### config.mk
export PLATFORM = sky130hd
export DESIGN_NAME = icache_top
export DESIGN_NICKNAME = d
export VERILOG_FILES = /design/src/icache_pkg.sv /design/src/icache_line_if.sv /design/src/icache_window_if.sv /design/src/icache_line_store.sv /design/src/icache_ctrl.sv /design/src/icache_window_extract.sv /design/src/icache_top.sv
export SDC_FILE = /design/constraint.sdc
export NUM_CORES = 1
export LEC_CHECK = 0
export BUFFER_PORTS_ARGS = -buffer_cell sky130_fd_sc_hd__buf_2
export CAP_MARGIN = 10
export CORE_MARGIN = 2
export CORE_UTILIZATION = 62
export DETAILED_ROUTE_END_ITERATION = 10
export PLACE_DENSITY = 0.85
export SLEW_MARGIN = 0
export SYNTH_ARGS = -nofsm -noshare
export SYNTH_HDL_FRONTEND = slang
export SYNTH_HIERARCHICAL = 1
export SYNTH_SLANG_ARGS = --single-unit
export TNS_END_PERCENT = 10
### constraint.sdc
create_clock -name clk_i -period 13.56 [get_ports clk_i]
set_input_delay 2.034 -clock clk_i [delete_from_list [all_inputs] [get_ports clk_i]]
set_output_delay 2.034 -clock clk_i [all_outputs]
set_load 0.005 [all_outputs]
### src/icache_pkg.sv
// ########################################
// Instruction cache shared definitions
// Geometry and vector types for the fetch-stage I$
// ########################################

package icache_pkg;

    // ########################################
    // Geometry

    // Instructions handed to the decoder per request
    localparam int unsigned FetchWidth   = 2;
    localparam int unsigned PcWidth      = 8;
    localparam int unsigned EncInstWidth = 4;

    // Word select within a line, lowest PC bits
    localparam int unsigned LineIdxBits = 2;
    localparam int unsigned LineWords   = 1 << LineIdxBits;

    // Line select, directly above the offset
    localparam int unsigned IndexBits = 3;
    localparam int unsigned NumLines  = 1 << IndexBits;

    // Remaining upper PC bits form the tag
    localparam int unsigned TagBits       = PcWidth - IndexBits - LineIdxBits;
    localparam int unsigned LineAddrWidth = PcWidth - LineIdxBits;

    // Warp sideband
    localparam int unsigned NumWarps    = 8;
    localparam int unsigned WarpIdWidth = $clog2(NumWarps);
    localparam int unsigned WarpWidth   = 32;

    // ########################################
    // Vector types

    typedef logic [PcWidth-1:0]       pc_t;
    // PC without the offset, also the memory address
    typedef logic [LineAddrWidth-1:0] line_addr_t;
    typedef logic [TagBits-1:0]       tag_t;
    typedef logic [IndexBits-1:0]     index_t;
    typedef logic [LineIdxBits-1:0]   offset_t;
    typedef logic [EncInstWidth-1:0]  enc_inst_t;
    // Word 0 sits in the lowest bits
    typedef logic [LineWords*EncInstWidth-1:0]  line_t;
    typedef logic [FetchWidth-1:0]              fetch_mask_t;
    // Slot 0 sits in the lowest bits
    typedef logic [FetchWidth*EncInstWidth-1:0] inst_vec_t;
    typedef logic [WarpWidth-1:0]               act_mask_t;
    typedef logic [WarpIdWidth-1:0]             warp_id_t;

endpackage : icache_pkg

### src/icache_line_if.sv
// ########################################
// Controller to line store link
// Lookup, refill and flush of the line arrays
// ########################################

`timescale 1ns/1ps

interface icache_line_if;

    // Strobes from the controller, one cycle each
    logic lookup;
    logic refill;
    logic flush;

    // Line select and tag of the current request
    icache_pkg::index_t index;
    icache_pkg::tag_t   tag;

    // Line returned by memory
    icache_pkg::line_t wdata;

    // Lookup result, valid the cycle after lookup
    logic              hit;
    icache_pkg::line_t rdata;

    modport ctrl (
        output lookup, refill, flush, index, tag, wdata,
        input  hit, rdata
    );

    modport store (
        input  lookup, refill, flush, index, tag, wdata,
        output hit, rdata
    );

endinterface : icache_line_if

### src/icache_window_if.sv
// ########################################
// Controller to window extractor link
// ########################################

`timescale 1ns/1ps

interface icache_window_if;

    // Source line and request fields
    logic                    present;
    icache_pkg::line_t       line;
    icache_pkg::offset_t     offset;
    icache_pkg::fetch_mask_t fetch_mask;

    // Decoder-facing window
    icache_pkg::fetch_mask_t slot_valid;
    icache_pkg::inst_vec_t   insts;

    modport ctrl    (output present, line, offset, fetch_mask, input slot_valid, insts);
    modport extract (input present, line, offset, fetch_mask, output slot_valid, insts);

endinterface : icache_window_if

### src/icache_line_store.sv
// ########################################
// Instruction cache line store
// Tag/data arrays, valid bits, registered lookup
// ########################################

`timescale 1ns/1ps

module icache_line_store (
    input logic clk_i,
    input logic rst_ni,

    icache_line_if.store line_if
);

    // ########################################
    // Storage

    // Plain register arrays, one entry per line
    icache_pkg::tag_t  tag_mem  [icache_pkg::NumLines];
    icache_pkg::line_t data_mem [icache_pkg::NumLines];

    // One valid bit per line
    logic [icache_pkg::NumLines-1:0] valid_q;

    // Lookup result
    logic              hit_q;
    icache_pkg::line_t rdata_q;

    // ########################################
    // Control state

    always_ff @(posedge clk_i or negedge rst_ni) begin
        if (!rst_ni) begin
            valid_q <= '0;
            hit_q   <= 1'b0;
        end else begin
            // Flush drops every line at once
            if (line_if.flush) begin
                valid_q <= '0;
            end else if (line_if.refill) begin
                valid_q[line_if.index] <= 1'b1;
            end

            // Hit needs valid line and matching tag
            if (line_if.lookup) begin
                hit_q <= valid_q[line_if.index]
                         && (tag_mem[line_if.index] == line_if.tag);
            end
        end
    end

    // ########################################
    // Arrays and read register

    always_ff @(posedge clk_i) begin
        if (line_if.refill) begin
            tag_mem[line_if.index]  <= line_if.tag;
            data_mem[line_if.index] <= line_if.wdata;
        end
        // One-cycle read, held until the next lookup
        if (line_if.lookup) begin
            rdata_q <= data_mem[line_if.index];
        end
    end

    assign line_if.hit   = hit_q;
    assign line_if.rdata = rdata_q;

endmodule : icache_line_store

### src/icache_ctrl.sv
// ########################################
// Instruction cache request controller
// Request FSM, refill register and memory request
// ########################################

`timescale 1ns/1ps

module icache_ctrl (
    input  logic                    clk_i,
    input  logic                    rst_ni,
    input  logic                    flush_i,
    // Fetcher request
    input  logic                    fe_valid_i,
    input  icache_pkg::fetch_mask_t fe_fetch_mask_i,
    input  icache_pkg::pc_t         fe_pc_i,
    input  icache_pkg::act_mask_t   fe_act_mask_i,
    input  icache_pkg::warp_id_t    fe_warp_id_i,
    output logic                    ic_ready_o,
    // Decoder sideband
    input  logic                    dec_ready_i,
    output icache_pkg::fetch_mask_t ic_fetch_mask_o,
    output icache_pkg::pc_t         ic_pc_o,
    output icache_pkg::act_mask_t   ic_act_mask_o,
    output icache_pkg::warp_id_t    ic_warp_id_o,
    // Memory request and response
    input  logic                    mem_ready_i,
    input  logic                    mem_valid_i,
    input  icache_pkg::line_t       mem_data_i,
    output logic                    mem_req_o,
    output icache_pkg::line_addr_t  mem_addr_o,

    icache_line_if.ctrl   line_if,
    icache_window_if.ctrl win_if
);

    typedef enum logic [1:0] {
        st_idle,       // waiting for a fetch request
        st_handle_req, // lookup result available
        st_wait_mem,   // line request sent
        st_wait_dec    // refill line held for the decoder
    } state_e;

    state_e state_q, state_d;
    logic   flush_q;

    // Active request
    icache_pkg::pc_t         pc_q;
    icache_pkg::fetch_mask_t fetch_mask_q;
    icache_pkg::act_mask_t   act_mask_q;
    icache_pkg::warp_id_t    warp_id_q;

    // Line returned by memory
    icache_pkg::line_t refill_q;

    logic present, done, free, accept, apply_flush, refill;

    // ########################################
    // Handshakes

    // Something for the decoder this cycle
    assign present = ((state_q == st_handle_req) && line_if.hit) || (state_q == st_wait_dec);
    // Contiguous masks always start at slot 0
    assign done    = win_if.slot_valid[0] && dec_ready_i;
    // Idle, or finishing the current delivery
    assign free    = (state_q == st_idle) || done;

    // Pending flush goes first and blocks new requests
    assign apply_flush = free && flush_q;
    assign ic_ready_o  = free && !flush_q;
    assign accept      = fe_valid_i && ic_ready_o;
    assign refill      = (state_q == st_wait_mem) && mem_valid_i;

    // Single outstanding line request, held until taken
    assign mem_req_o  = (state_q == st_handle_req) && !line_if.hit;
    assign mem_addr_o = pc_q[icache_pkg::PcWidth-1:icache_pkg::LineIdxBits];

    // ########################################
    // Line store and window

    // New request looks up with its own PC, refill uses the stored one
    assign line_if.lookup = accept;
    assign line_if.refill = refill;
    assign line_if.flush  = apply_flush;
    assign line_if.index  = accept
        ? fe_pc_i[icache_pkg::LineIdxBits +: icache_pkg::IndexBits]
        : pc_q[icache_pkg::LineIdxBits +: icache_pkg::IndexBits];
    assign line_if.tag    = accept
        ? fe_pc_i[icache_pkg::PcWidth-1 -: icache_pkg::TagBits]
        : pc_q[icache_pkg::PcWidth-1 -: icache_pkg::TagBits];
    assign line_if.wdata  = mem_data_i;

    assign win_if.present    = present;
    // Hit reads the store, refill path reads the held line
    assign win_if.line       = (state_q == st_wait_dec) ? refill_q : line_if.rdata;
    assign win_if.offset     = pc_q[icache_pkg::LineIdxBits-1:0];
    assign win_if.fetch_mask = fetch_mask_q;

    // Sideband zero while nothing is delivered
    assign ic_fetch_mask_o = present ? fetch_mask_q : '0;
    assign ic_pc_o         = present ? pc_q : '0;
    assign ic_act_mask_o   = present ? act_mask_q : '0;
    assign ic_warp_id_o    = present ? warp_id_q : '0;

    // ########################################
    // Next state

    always_comb begin
        state_d = state_q;
        unique case (state_q)
            st_idle:       if (accept) state_d = st_handle_req;
            st_handle_req: begin
                if (done) begin
                    state_d = accept ? st_handle_req : st_idle;
                end else if (mem_req_o && mem_ready_i) begin
                    state_d = st_wait_mem;
                end
            end
            st_wait_mem:   if (mem_valid_i) state_d = st_wait_dec;
            st_wait_dec:   if (done) state_d = accept ? st_handle_req : st_idle;
            default:       state_d = st_idle;
        endcase
    end

    always_ff @(posedge clk_i or negedge rst_ni) begin
        if (!rst_ni) begin
            state_q <= st_idle;
            flush_q <= 1'b0;
        end else begin
            state_q <= state_d;
            // A strobe in the apply cycle stays pending
            flush_q <= flush_i || (flush_q && !apply_flush);
        end
    end

    // Request and refill payload
    always_ff @(posedge clk_i) begin
        if (accept) begin
            pc_q         <= fe_pc_i;
            fetch_mask_q <= fe_fetch_mask_i;
            act_mask_q   <= fe_act_mask_i;
            warp_id_q    <= fe_warp_id_i;
        end
        if (refill) begin
            refill_q <= mem_data_i;
        end
    end

endmodule : icache_ctrl

### src/icache_window_extract.sv
// ########################################
// Fetch window extractor
// Slices decoder slots out of a cache line
// ########################################

`timescale 1ns/1ps

module icache_window_extract (
    icache_window_if.extract win_if
);

    // ########################################
    // Slot selection

    // Slot k takes word offset+k, never past the line end
    always_comb begin
        int                  pos;
        icache_pkg::offset_t word;

        // Invalid slots carry zero
        win_if.slot_valid = '0;
        win_if.insts      = '0;
        pos               = 0;
        word              = '0;

        for (int k = 0; k < int'(icache_pkg::FetchWidth); k++) begin
            // Untruncated position decides the line end
            pos  = int'(win_if.offset) + k;
            word = icache_pkg::offset_t'(pos);

            if (win_if.present && win_if.fetch_mask[k]
                && (pos < int'(icache_pkg::LineWords))) begin
                win_if.slot_valid[k] = 1'b1;
                win_if.insts[k*icache_pkg::EncInstWidth +: icache_pkg::EncInstWidth] =
                    win_if.line[word*icache_pkg::EncInstWidth +: icache_pkg::EncInstWidth];
            end
        end
    end

endmodule : icache_window_extract

### src/icache_top.sv
// ########################################
// Direct-mapped instruction cache top
// Fetcher, decoder and memory ports
// ########################################

`timescale 1ns/1ps

module icache_top (
    input  logic                    clk_i,
    input  logic                    rst_ni,
    input  logic                    flush_i,
    // Memory request and response
    input  logic                    mem_ready_i,
    output logic                    mem_req_o,
    output icache_pkg::line_addr_t  mem_addr_o,
    input  logic                    mem_valid_i,
    input  icache_pkg::line_t       mem_data_i,
    // Fetcher
    output logic                    ic_ready_o,
    input  logic                    fe_valid_i,
    input  icache_pkg::fetch_mask_t fe_fetch_mask_i,
    input  icache_pkg::pc_t         fe_pc_i,
    input  icache_pkg::act_mask_t   fe_act_mask_i,
    input  icache_pkg::warp_id_t    fe_warp_id_i,
    // Decoder
    input  logic                    dec_ready_i,
    output icache_pkg::fetch_mask_t ic_valid_o,
    output icache_pkg::inst_vec_t   ic_inst_o,
    output icache_pkg::fetch_mask_t ic_fetch_mask_o,
    output icache_pkg::pc_t         ic_pc_o,
    output icache_pkg::act_mask_t   ic_act_mask_o,
    output icache_pkg::warp_id_t    ic_warp_id_o
);

    icache_line_if   line_if ();
    icache_window_if win_if ();

    // Request FSM
    icache_ctrl i_ctrl (
        .clk_i, .rst_ni, .flush_i,
        .fe_valid_i, .fe_fetch_mask_i, .fe_pc_i, .fe_act_mask_i, .fe_warp_id_i,
        .ic_ready_o, .dec_ready_i,
        .ic_fetch_mask_o, .ic_pc_o, .ic_act_mask_o, .ic_warp_id_o,
        .mem_ready_i, .mem_valid_i, .mem_data_i, .mem_req_o, .mem_addr_o,
        .line_if (line_if),
        .win_if  (win_if)
    );

    // Tags, valids and line data
    icache_line_store i_line_store (
        .clk_i, .rst_ni,
        .line_if (line_if)
    );

    // Decoder window
    icache_window_extract i_window_extract (
        .win_if (win_if)
    );

    assign ic_valid_o = win_if.slot_valid;
    assign ic_inst_o  = win_if.insts;

endmodule : icache_top

### Word-level counts from Yosys, hierarchy flattened

Memory sizes are Yosys's and may differ from the RTL's. A register that Yosys moved wholly into a read port is not among the register bits.
Index checks and enable logic that the tools add are counted.

* memories: 2
* output and inout bits: 63
* flip-flop bits (word level): 73
* input bits: 68
* word-level logic and storage cells: 77
* RAM bits: 152

* reductions and logical operators: 24
* bitwise logic cells: 1
* eq/ne operators: 8
* order comparisons: 4
* shift-type cells: 2
* multiplexer cells: 26
* $add $sub $neg: 1

Memories
* i_line_store.data_mem: depth 8, width 16, read ports 1, clocked after memory_dff 1, write ports 1, RTL line icache_line_store.sv:20 `icache_pkg::line_t data_mem [icache_pkg::NumLines];`
* i_line_store.tag_mem: depth 8, width 3, read ports 1, clocked after memory_dff 0, write ports 1, RTL line icache_line_store.sv:19 `icache_pkg::tag_t tag_mem [icache_pkg::NumLines];`

Operators by type and width (number)
* < comparator 32 x 4 -> 1 bit (second input constant): 1
* 2-to-1 mux 32 bit: 1
* variable part select 16 x 5 -> 4 bit: 2
* 2-to-1 mux 8 bit: 3
* 2-to-1 mux 16 bit: 1
* logical AND 1 bit: 15
* 2-to-1 mux 2 bit: 6
* 2-to-1 mux 3 bit: 3
* 2-to-1 mux 4 bit: 2
* bitwise OR 8 bit: 1
* case mux 2 bit (4 select lines): 1
* 2-to-1 mux 1 bit: 7
* equality test 2 bit (second input constant): 2
* < comparator 3 x 4 -> 1 bit (second input constant): 1
* inequality test 2 x 1 -> 1 bit (second input constant): 2
* AND reduction 4 bit: 1
* adder 2 x 1 -> 3 bit (second input constant): 1
* binary-select mux 1 bit (select 3 bit): 1
* demux 1 bit (select 3 bit): 1
* equality test 3 bit: 1
* greater-or-equal comparator 3 x 1 -> 1 bit (second input constant): 1
* zero test 1 bit: 3
* logical OR 1 bit: 3
* < comparator 2 x 3 -> 1 bit (second input constant): 1
* 5 further kinds: 5

### Longest topological paths before layout

Gate-level depths: netlist (run 1).

* depth after elaboration: 18
* depth in mapped cells: 15
* depth with buffers taken out: 10

### Modules after synthesis

Netlist (run 1), hierarchy kept.

Modules (own cells, without submodules)
* icache_line_store: times used 1, cells each 382, sequential area each 5270.1 µm², area an instance 6836.6 µm²
* icache_ctrl: times used 1, cells each 172, sequential area each 1906.8 µm², area an instance 2730.1 µm²
* icache_window_extract: times used 1, cells each 26, sequential area each 0.0 µm², area an instance 284.0 µm²

### Worst setup path before layout (run 1)

No wires, ideal clock.

* path kind: input to register
* from: input port dec_ready_i
* to: memory i_line_store/data_mem[6][0] (netlist bit), enable pin
* setup time: 396 ps
* stages: 8
* required time: 13164 ps
* path buffers: 4
* slack: 7326 ps
* arrival time: 5838 ps
* path through: a2bb2oi_4 -> nor3b_4 -> mux2_2 -> buf_6 -> buf_8 -> buf_2 -> buf_2 -> nor2_1

* word-level cells in the longest chain between the ends: 5

RTL lines
* start: declaration: RTL line icache_top.sv:26 `input logic dec_ready_i,`
* logical AND 1 bit: RTL line icache_ctrl.sv:63 `assign done = win_if.slot_valid[0] && dec_ready_i;`
* logical OR 1 bit: RTL line icache_ctrl.sv:65 `assign free = (state_q == st_idle) || done;`
* logical AND 1 bit: RTL line icache_ctrl.sv:69 `assign ic_ready_o = free && !flush_q;`
* logical AND 1 bit: RTL line icache_ctrl.sv:70 `assign accept = fe_valid_i && ic_ready_o;`
* net line_if.lookup: RTL line icache_line_if.sv:11 `logic lookup;`
* 2-to-1 mux 3 bit: RTL line icache_ctrl.sv:85 `? fe_pc_i[icache_pkg::LineIdxBits +: icache_pkg::IndexBits]`
* net line_if.index[0]: RTL line icache_line_if.sv:16 `icache_pkg::index_t index;`
* end: declaration: RTL line icache_line_store.sv:20

The timed path passes the listed nets, and every way through them passes these cells.

### Worst setup path in the final report (run 1)

* from: input port dec_ready_i
* to: memory i_line_store/data_mem[5][11] (netlist bit), enable pin

The elaborated chain is that of the path after synthesis.

==> summary.md, run 1 <==
| Metric | Value |
|---|---|
| Ant. Diodes | `0` |
| Reg area | `7180 sq um` |
| Num CTS Buffers | `24` |
| Routability Congestion | `0.828` |
| HPWL Detailed | `13,400 microns` |
| First-pass GRT wire length | `30,000 microns` |
| RSZ-0062 raised after global routing | `no` |
| Clock transition at path regs | `0.06 ns` |
| Slew HR | `0.272` |
| M2 GR Usage | `0.393` |
| Largest net degree at the start of global routing | `71` |
| Outcome | `completed` |
| Synth unique cells | `44` |
| Fin. Hold Viols | `0` |
| Seq pwr share | `0.465` |
| Worst-Margin Slew | `1.09 ns` |
| Highest clock rate | `187 MHz` |
| Grt total ovfl | `0` |
| Setup Viol. Count Final | `0` |
| DIE AREA | `16,900 sq um` |
| CTS tree | `built` |
| Initial Utilization | `0.627` |
| Syn-to-layout area delta | `15.6%` |
| Global-route track usage on met1 | `0.327` |
| Switch Pwr | `448 uW` |
| I/O pin total | `131` |
| Max Cap Viol | `0` |
| WP buf/inv | `3` |
| Cell-by-cell trace of the critical path | `buf_2, a2bb2oi_4, nor3b_4, buf_4, mux2_2, buf_4, and2b_1, and3_1` |
| Drt drc | `0` |
| Setup_tns | `0 ns` |
| Synth area leaders | `edfxtp_1 (70%), mux2_2 (4.6%), mux2i_1 (3.5%)` |
| Post-synth net total | `649` |
| FF-to-FF End | `i_line_store/data_mem[5][11]` |
| Max-slew violations | `0` |
| Clk buf depth | `3` |
| Height of the die | `130 microns` |
| Clock share of power | `0.372` |
| Initial antenna violation count | `0` |
| Clock Skews | `0.0133 ns` |
| ANT nets after route | `0` |
| Number of flops mapped to enable cells by yosys | `229` |
| Hold Slack | `0.500 ns` |
| Peak VDD IR | `107 uV` |
| Finished Cell Area | `11,400 sq um` |
| Slowest-stage cell, CP | `and3_1` |
| Hold Crit Depth | `2` |
| Asr flop ratio synth | `0.0498` |
| CTS Hold Buffers Added | `0` |
| Crit path DAT | `5.47 ns` |
| Fillers | `944` |
| Leading area contributor after synthesis | `edfxtp_1` |
| Initial DRC Count | `619` |
| # nets final | `766` |
| CP peak stage delay | `0.83 ns` |
| Reg2reg start | `i_ctrl/state_q[0]` |
| R2r setup slk | `8.75 ns` |
| Cell class contributing the biggest share of worst-path delay | `buffers and inverters` |
| Synth Cell Area | `9850 sq um` |
| Synth top area share | `0.698` |
| Post-CTS Setup Inserts | `0` |
| Post-cts sizing count | `0` |
| Post-Place Cell Area | `10,500 sq um` |
| Share of layout cells above drive strength 1 | `0.317` |
| CP Capture Type | `flop` |
| Part of the cycle the worst path needs | `0.394` |
| Total GRT Usage | `0.238` |
| Cells on worst reg2reg path | `10` |
| Most used DFF post-synth | `edfxtp_1` |
| Crit Path Max Fanout | `70` |
| Yosys Warn Count | `6` |
| Hold Path Sink | `i_line_store/valid_q[2]` |
| Routed wire length | `20,300 microns` |
| Internal power | `1440 uW` |
| Via count | `5,506` |
| Net Sw Frac | `0.237` |
| Comb pwr share | `0.163` |
| Fin crit period | `5.34 ns` |
| Vias in the first global route | `5,374` |
| Vias per cell | `5.91` |
| Worst path required time | `13.69 ns` |
| Met3 Resource Use GR | `0.0480` |
| Number of synthesized register bits | `241` |
| CP most frequent cell | `buf_4` |
| Syn avg cell area | `17.0 sq um` |
| Core footprint | `15,700 sq um` |
| Min-delay src | `i_line_store/valid_q[2]` |
| Lkg Pwr | `0.00420 uW` |
| WL/cell | `21.8 microns` |
| H-tree Lvls | `1` |
| Count of input and output buffers | `130` |
| Worst Setup Path Type | `in -> reg` |
| Worst Setup Start Kind | `primary input` |
| Die Width | `130 microns` |
| Area of the multi-input gates | `2380 sq um` |
| P per Cell Area | `166 nW/um^2` |
| Worst Hold Class | `reg -> reg` |
| Clk Tree Root Cell | `clkbuf_16` |
| # rows | `46` |
| Clk sinks | `241` |
| Worst-Skew Late Latency | `0.52 ns` |
| GR peak layer | `met2` |
| Sequential fraction of the synthesis area | `0.729` |
| Pre-antenna DRT Iters | `5` |
| Mapped Cells | `580` |
## power by group through the flow
stage / combinational [uW] / sequential (uW) / clock (uW)
final: 309 / 879 / 703
after global routing: 340 / 883 / 742
after CTS: 312 / 879 / 713
after detailed placement: 308 / 894 / 0
after global placement: 299 / 891 / 0
after floorplan: 205 / 886 / 0
## worst register-to-register path, delay by kind of cell, from the launching register on
| kind | cells | cell delay, ns |
|---|---|---|
| AOI/OAI and AO/OA | 1 | 0.13 |
| buffers and inverters | 3 | 1.49 |
| DFF | 1 | 0.48 |
| muxes | 1 | 0.30 |
| and+or+nand+nor | 5 | 2.02 |
## cells in the mapped netlist, types with 2 or more instances
master,instances
and3b_1,2
nand2b_1,3
clkbuf_1,10
buf_2,13
and2_1,54
o22ai_1,4
mux4_2,7
buf_6,4
mux2_2,40
nor2_2,2
a21oi_1,13
nor2b_1,2
o221ai_1,14
mux2i_1,34
nand3_1,2
mux2_1,14
and2b_1,2
mux4_1,3
nor2_1,33
o2bb2ai_1,2
xnor2_1,3
edfxtp_1,229
a22oi_1,17
and3_1,5
dfrtp_1,12
buf_4,16
nand2_1,23
## worst max-delay path by stage
stage           startpoint                           end  slack (ns)  cells after the start
5_1_grt        dec_ready_i    i_line_store/tag_mem[7][2]        8.00                      7
3_3_place_gp   dec_ready_i   i_line_store/data_mem[5][4]        7.92                      8
2_1_floorplan  dec_ready_i   i_line_store/data_mem[6][0]        7.33                      8
3_5_place_dp   dec_ready_i    i_line_store/tag_mem[7][2]        7.75                      7
4_1_cts        dec_ready_i  i_line_store/data_mem[5][11]        8.26                      8
6_report       dec_ready_i  i_line_store/data_mem[5][11]        8.22                      8
## flip-flops by register name, indices dropped and copies added, names as in the netlist, named ones only
signal,count
i_ctrl/state_q,1
i_line_store/tag_mem,24
i_ctrl/refill_q,16
i_line_store/valid_q,8
i_ctrl/win_if.fetch_mask,2
i_ctrl/act_mask_q,32
i_line_store/data_mem,128
i_ctrl/flush_q,1
i_line_store/line_if.rdata,16
i_ctrl/pc_q,8
i_line_store/line_if.hit,1
i_ctrl/warp_id_q,3
## cell families (layout without fill, tap and decap cells)
logic type               count (synthesis)  in the layout  synth area share
buffers and inverters                   47            182            0.0298
flip-flops                             241            241             0.729
adder cells (fa/ha/maj)                  1              1           0.00127
AO/OA/AOI/OAI                           56             56            0.0438
AND/OR/NAND/NOR                        134            134            0.0735
XOR/XNOR                                 3              3           0.00267
multiplexers                            98             98             0.120
## final cells by class
class                      instances  area share
tap                              216      0.0237
inverter                           2    0.000659
clock buffer                      30      0.0583
timing repair buffer             136      0.0611
multi-input combinational        292       0.209
clock inverter                    14      0.0169
sequential                       241       0.630
## through the flow
stage	utilization	total power (uW)	instances	setup slack, ns
after floorplan	-	1090	580	7.33
after global placement	0.670	1190	887	7.92
after detailed placement	0.670	1200	887	7.75
after CTS	0.725	1900	931	8.26
after global routing	0.725	1970	931	8.00
final	0.725	1890	931	8.22
## per-layer routing
metal  vias up  part of all wire
met3        41              0.12
met5         -                 0
met1      2683              0.38
li1       2436                 -
met4         0             0.023
met2       346              0.47
## layout by cell type (no fill, tap or decap), drive strengths merged, types with 8 or more instances in the layout
master and n:
edfxtp 229, buf 136, and2 54, mux2 54
nor2 35, mux2i 34, clkbuf 30, nand2 23
a22oi 17, o221ai 14, a21oi 13, dfrtp 12
mux4 10, clkinv 8
Note: power is estimated with default switching activity, not from simulation.
==> run 2: changes to the inputs <==
--- a/config.mk
+++ b/config.mk
@@ -5,12 +5,13 @@
 export SDC_FILE = /design/constraint.sdc
 export NUM_CORES = 1
 export LEC_CHECK = 0
+export ABC_AREA = 1
 export BUFFER_PORTS_ARGS = -buffer_cell sky130_fd_sc_hd__buf_2
 export CAP_MARGIN = 10
 export CORE_MARGIN = 2
-export CORE_UTILIZATION = 62
+export CORE_UTILIZATION = 52
 export DETAILED_ROUTE_END_ITERATION = 10
-export PLACE_DENSITY = 0.85
+export PLACE_DENSITY = 0.76
 export SLEW_MARGIN = 0
 export SYNTH_ARGS = -nofsm -noshare
 export SYNTH_HDL_FRONTEND = slang
==> constraint.sdc (replaced) <==
create_clock -name clk_i -period 4.5 [get_ports clk_i]
set_input_delay 0.675 -clock clk_i [delete_from_list [all_inputs] [get_ports clk_i]]
set_output_delay 0.675 -clock clk_i [all_outputs]
set_load 0.005 [all_outputs]
==> summary.md, run 2 <==
| Metric | Value |
|---|---|
| Outcome | `completed (unchanged)` |
| Placed Cells | `1,233 (was 887)` |
| Syn-to-layout area delta | `16.0% (was 15.6%)` |
| Top cells by count, synth | `edfxtp_1 (229), nand2_1 (164), nor2_1 (130) (was edfxtp_1 (229), and2_1 (54), mux2_2 (40))` |
| Setup_tns | `0 ns (unchanged)` |
| Synth Cell Area | `10,100 sq um (was 9850 sq um)` |
| Count of input and output buffers | `130 (unchanged)` |
| Most used DFF post-synth | `edfxtp_1 (unchanged)` |
| Post-cts sizing count | `0 (unchanged)` |
| Ant. Diodes | `0 (unchanged)` |
| Largest family of logic cells by synthesized area | `simple AND/OR/NAND/NOR gates (was multiplexers)` |
| Post-CTS Setup Inserts | `0 (unchanged)` |
| Post-Synth XOR/XNOR Area | `0 (was 0.00267)` |
| Max reg flops | `128 (unchanged)` |
| Core footprint | `18,900 sq um (was 15,700 sq um)` |
| Sequential fraction of the synthesis area | `0.711 (was 0.729)` |
| Num CTS Buffers | `23 (was 24)` |
| WP buf/inv | `4 (was 3)` |
| Number of flops mapped to enable cells by yosys | `229 (unchanged)` |
| Clock transition at path regs | `0.06 ns (about the same)` |
| Most common cell after layout, fill and taps aside | `edfxtp_1 (unchanged)` |
| CTS tree | `built (unchanged)` |
| Clk Tree Root Cell | `clkbuf_16 (unchanged)` |
| Asr flop ratio synth | `0.0498 (unchanged)` |
| Via count | `6,496 (was 5,506)` |
| Crit Path Max Fanout | `22 (was 70)` |
| Reg area | `7180 sq um (unchanged)` |
| Share of layout cells above drive strength 1 | `0.222 (was 0.317)` |
| Worst-Margin Slew | `1.09 ns (about the same)` |
| Clk sinks | `241 (unchanged)` |
| Cell-by-cell trace of the critical path | `nor2_2, nor2_4, nand2_1, inv_1, nand2_1, o21ai_2, nand3_2, clkinv_2, o21ai_4, inv_2, buf_4, o21ai_0, o21ai_0, a21oi_1, o221ai_1 (was buf_2, a2bb2oi_4, nor3b_4, buf_4, mux2_2, buf_4, and2b_1, and3_1)` |
| DIE AREA | `20,500 sq um (was 16,900 sq um)` |
| Routed wire length | `20,700 microns (was 20,300 microns)` |
| Synth top area share | `0.682 (was 0.698)` |
| Vias per cell | `5.10 (was 5.91)` |
| Max Cap Viol | `0 (unchanged)` |
| Peak VDD IR | `223 uV (was 107 uV)` |
| Height of the die | `143 microns (was 130 microns)` |
| CP Capture Type | `flop (unchanged)` |
| Crit path DAT | `3.89 ns (was 5.47 ns)` |
| Total GRT Usage | `0.203 (was 0.238)` |
| Reg with most FFs | `i_line_store/data_mem (unchanged)` |
| Fin crit period | `3.66 ns` |
| Post-synth net total | `942 (was 649)` |
| Place WS | `0.941 ns (was 7.75 ns)` |
| Fin. Hold Viols | `0 (unchanged)` |
| Post-Place Cell Area | `10,900 sq um (was 10,500 sq um)` |
| Worst path required time | `4.72 ns (was 13.69 ns)` |
| Lkg Pwr | `0.00482 uW (was 0.00420 uW)` |
| Fillers | `1,460 (was 944)` |
| ANT nets after route | `0 (unchanged)` |
| # nets final | `1,067 (was 766)` |
| Clock Skews | `0.0108 ns (was 0.0133 ns)` |
| CP peak stage delay | `0.52 ns (was 0.83 ns)` |
| First-pass GRT wire length | `32,400 microns (was 30,000 microns)` |
| Grt total ovfl | `0 (unchanged)` |
| Clk buf depth | `3 (unchanged)` |
| Slew HR | `0.270 (was 0.272)` |
| Syn avg cell area | `11.6 sq um (was 17.0 sq um)` |
| Initial DRC Count | `567 (was 619)` |
| P per Cell Area | `509 nW/um^2 (was 166 nW/um^2)` |
| Most frequent cells in the layout | `edfxtp_1 (229), nand2_1 (164), buf_2 (130) (was edfxtp_1 (229), buf_2 (130), and2_1 (54))` |
| # rows | `50 (was 46)` |
| Vias in the first global route | `6,318 (was 5,374)` |
| Finished Cell Area | `11,700 sq um (was 11,400 sq um)` |
| Cell class contributing the biggest share of worst-path delay | `compound AO/OA/AOI/OAI gates (was buffers and inverters)` |
| Most frequent cell after synthesis | `edfxtp_1 (unchanged)` |
| Initial antenna violation count | `0 (unchanged)` |
| Synth Area in Simple Gates | `0.138 (was 0.0735)` |
| CTS Hold Buffers Added | `0 (unchanged)` |
| Setup Viol. Count Final | `0 (unchanged)` |
| Largest regs | `i_line_store/data_mem x128, i_ctrl/act_mask_q x32, i_line_store/tag_mem x24 (unchanged)` |
| Part of the cycle the worst path needs | `0.814` |
| I/O pin total | `131 (unchanged)` |
| Area of the multi-input gates | `2110 sq um (was 2380 sq um)` |
| Drt drc | `0 (unchanged)` |
| Max-slew violations | `0 (unchanged)` |
| Worst Setup Start Kind | `flop (was primary input)` |
| Finished Layout Cells | `1,274 (was 931)` |
| Setup WS post-layout | `0.836 ns (was 8.22 ns)` |
| Slowest-stage cell, CP | `o21ai_4 (was and3_1)` |
| Worst Hold Class | `in -> async (was reg -> reg)` |
| Leading area contributor after synthesis | `edfxtp_1 (unchanged)` |
| Mapped Cells | `873 (was 580)` |
| Worst Setup Path Type | `reg -> reg (was in -> reg)` |
| Worst-Skew Late Latency | `0.50 ns (was 0.52 ns)` |
| WL/cell | `16.2 microns (was 21.8 microns)` |
| Die Width | `143 microns (was 130 microns)` |
| Initial Utilization | `0.534 (was 0.627)` |
| RSZ-0062 raised after global routing | `no (unchanged)` |
| Synth unique cells | `32 (was 44)` |
| Routability Congestion | `0.887 (was 0.828)` |
| Yosys Warn Count | `6 (unchanged)` |
| Synth area leaders | `edfxtp_1 (68%), nand2_1 (6.1%), nor2_1 (4.8%) (was edfxtp_1 (70%), mux2_2 (4.6%), mux2i_1 (3.5%))` |
| Pre-antenna DRT Iters | `7 (was 5)` |
| Adder-cell area share of the yosys netlist | `0.00124 (was 0.00127)` |
| HPWL Detailed | `13,600 microns (was 13,400 microns)` |
| Highest clock rate | `273 MHz` |
| Mux contribution to synthesized area | `0 (was 0.120)` |
| Largest net degree at the start of global routing | `56 (was 71)` |
| Number of synthesized register bits | `241 (unchanged)` |
| H-tree Lvls | `1 (unchanged)` |
| Synth Area in Compound Gates | `0.0666 (was 0.0438)` |
[run 2: cell types whose count changed after synthesis, moves of 34 or more]
cell,delta
inv_1,+113
o21ai_0,+55
nand2_1,+141
mux2i_1,-34
nor2_1,+97
mux2_2,-40
and2_1,-54
[run 2: layout make-up]
type	count	share of cell area
Tap cell	260	0.0278
Inverter	123	0.0402
Timing Repair Buffer	149	0.0689
Clock buffer	25	0.0498
Clock inverter	16	0.0200
Sequential cell	241	0.613
Multi-Input combinational cell	460	0.180
[run 2: through the flow]
stage | utilization | hold slack (ns) | total power (uW)
floorplan | - | 0.379 | 3580
global placement | 0.576 | 0.480 | 3900
detailed placement | 0.576 | 0.491 | 3930
CTS | 0.619 | 0.0415 | 5990
global route | 0.619 | 0.0584 | 6230
finish | 0.619 | 0.0447 | 5950
[run 2: final timing paths]
path | to | slack (ns) | depth (start not counted)
setup / recovery | i_line_store/line_if.rdata[7] | 0.84 | 15
hold / removal | i_line_store/valid_q[2] | 0.04 | 1
setup reg to reg | i_line_store/line_if.rdata[7] | 0.84 | 15
hold reg to reg | i_line_store/valid_q[7] | 0.50 | 2
max in group asynchronous | async pin | 4.23 | 1
min in group clk_i | i_ctrl/act_mask_q[6] | 0.34 | 1
[run 2: power by group]
part / internal [uW] / switching, uW / total (uW)
Sequential: 2640 / 65.8 / 2710
Clock: 1280 / 777 / 2060
Combinational: 376 / 809 / 1190
Total: 4300 / 1650 / 5950
[run 2: cells by family (layout without fill, tap and decap cells)]
group                      Yosys count  in the layout
and+or+nand+nor                    344            344
DFF                                241            241
buffers and inverters              172            313
AOI/OAI and AO/OA                  115            115
adders and majority gates            1              1
[run 2: layer usage]
metal	part of all wire	GRT usage	wire (microns)
met1	0.41	0.265	8560
met2	0.48	0.348	9960
met3	0.078	0.0327	1620
met4	0.027	0.0733	550
met5	0	0	0
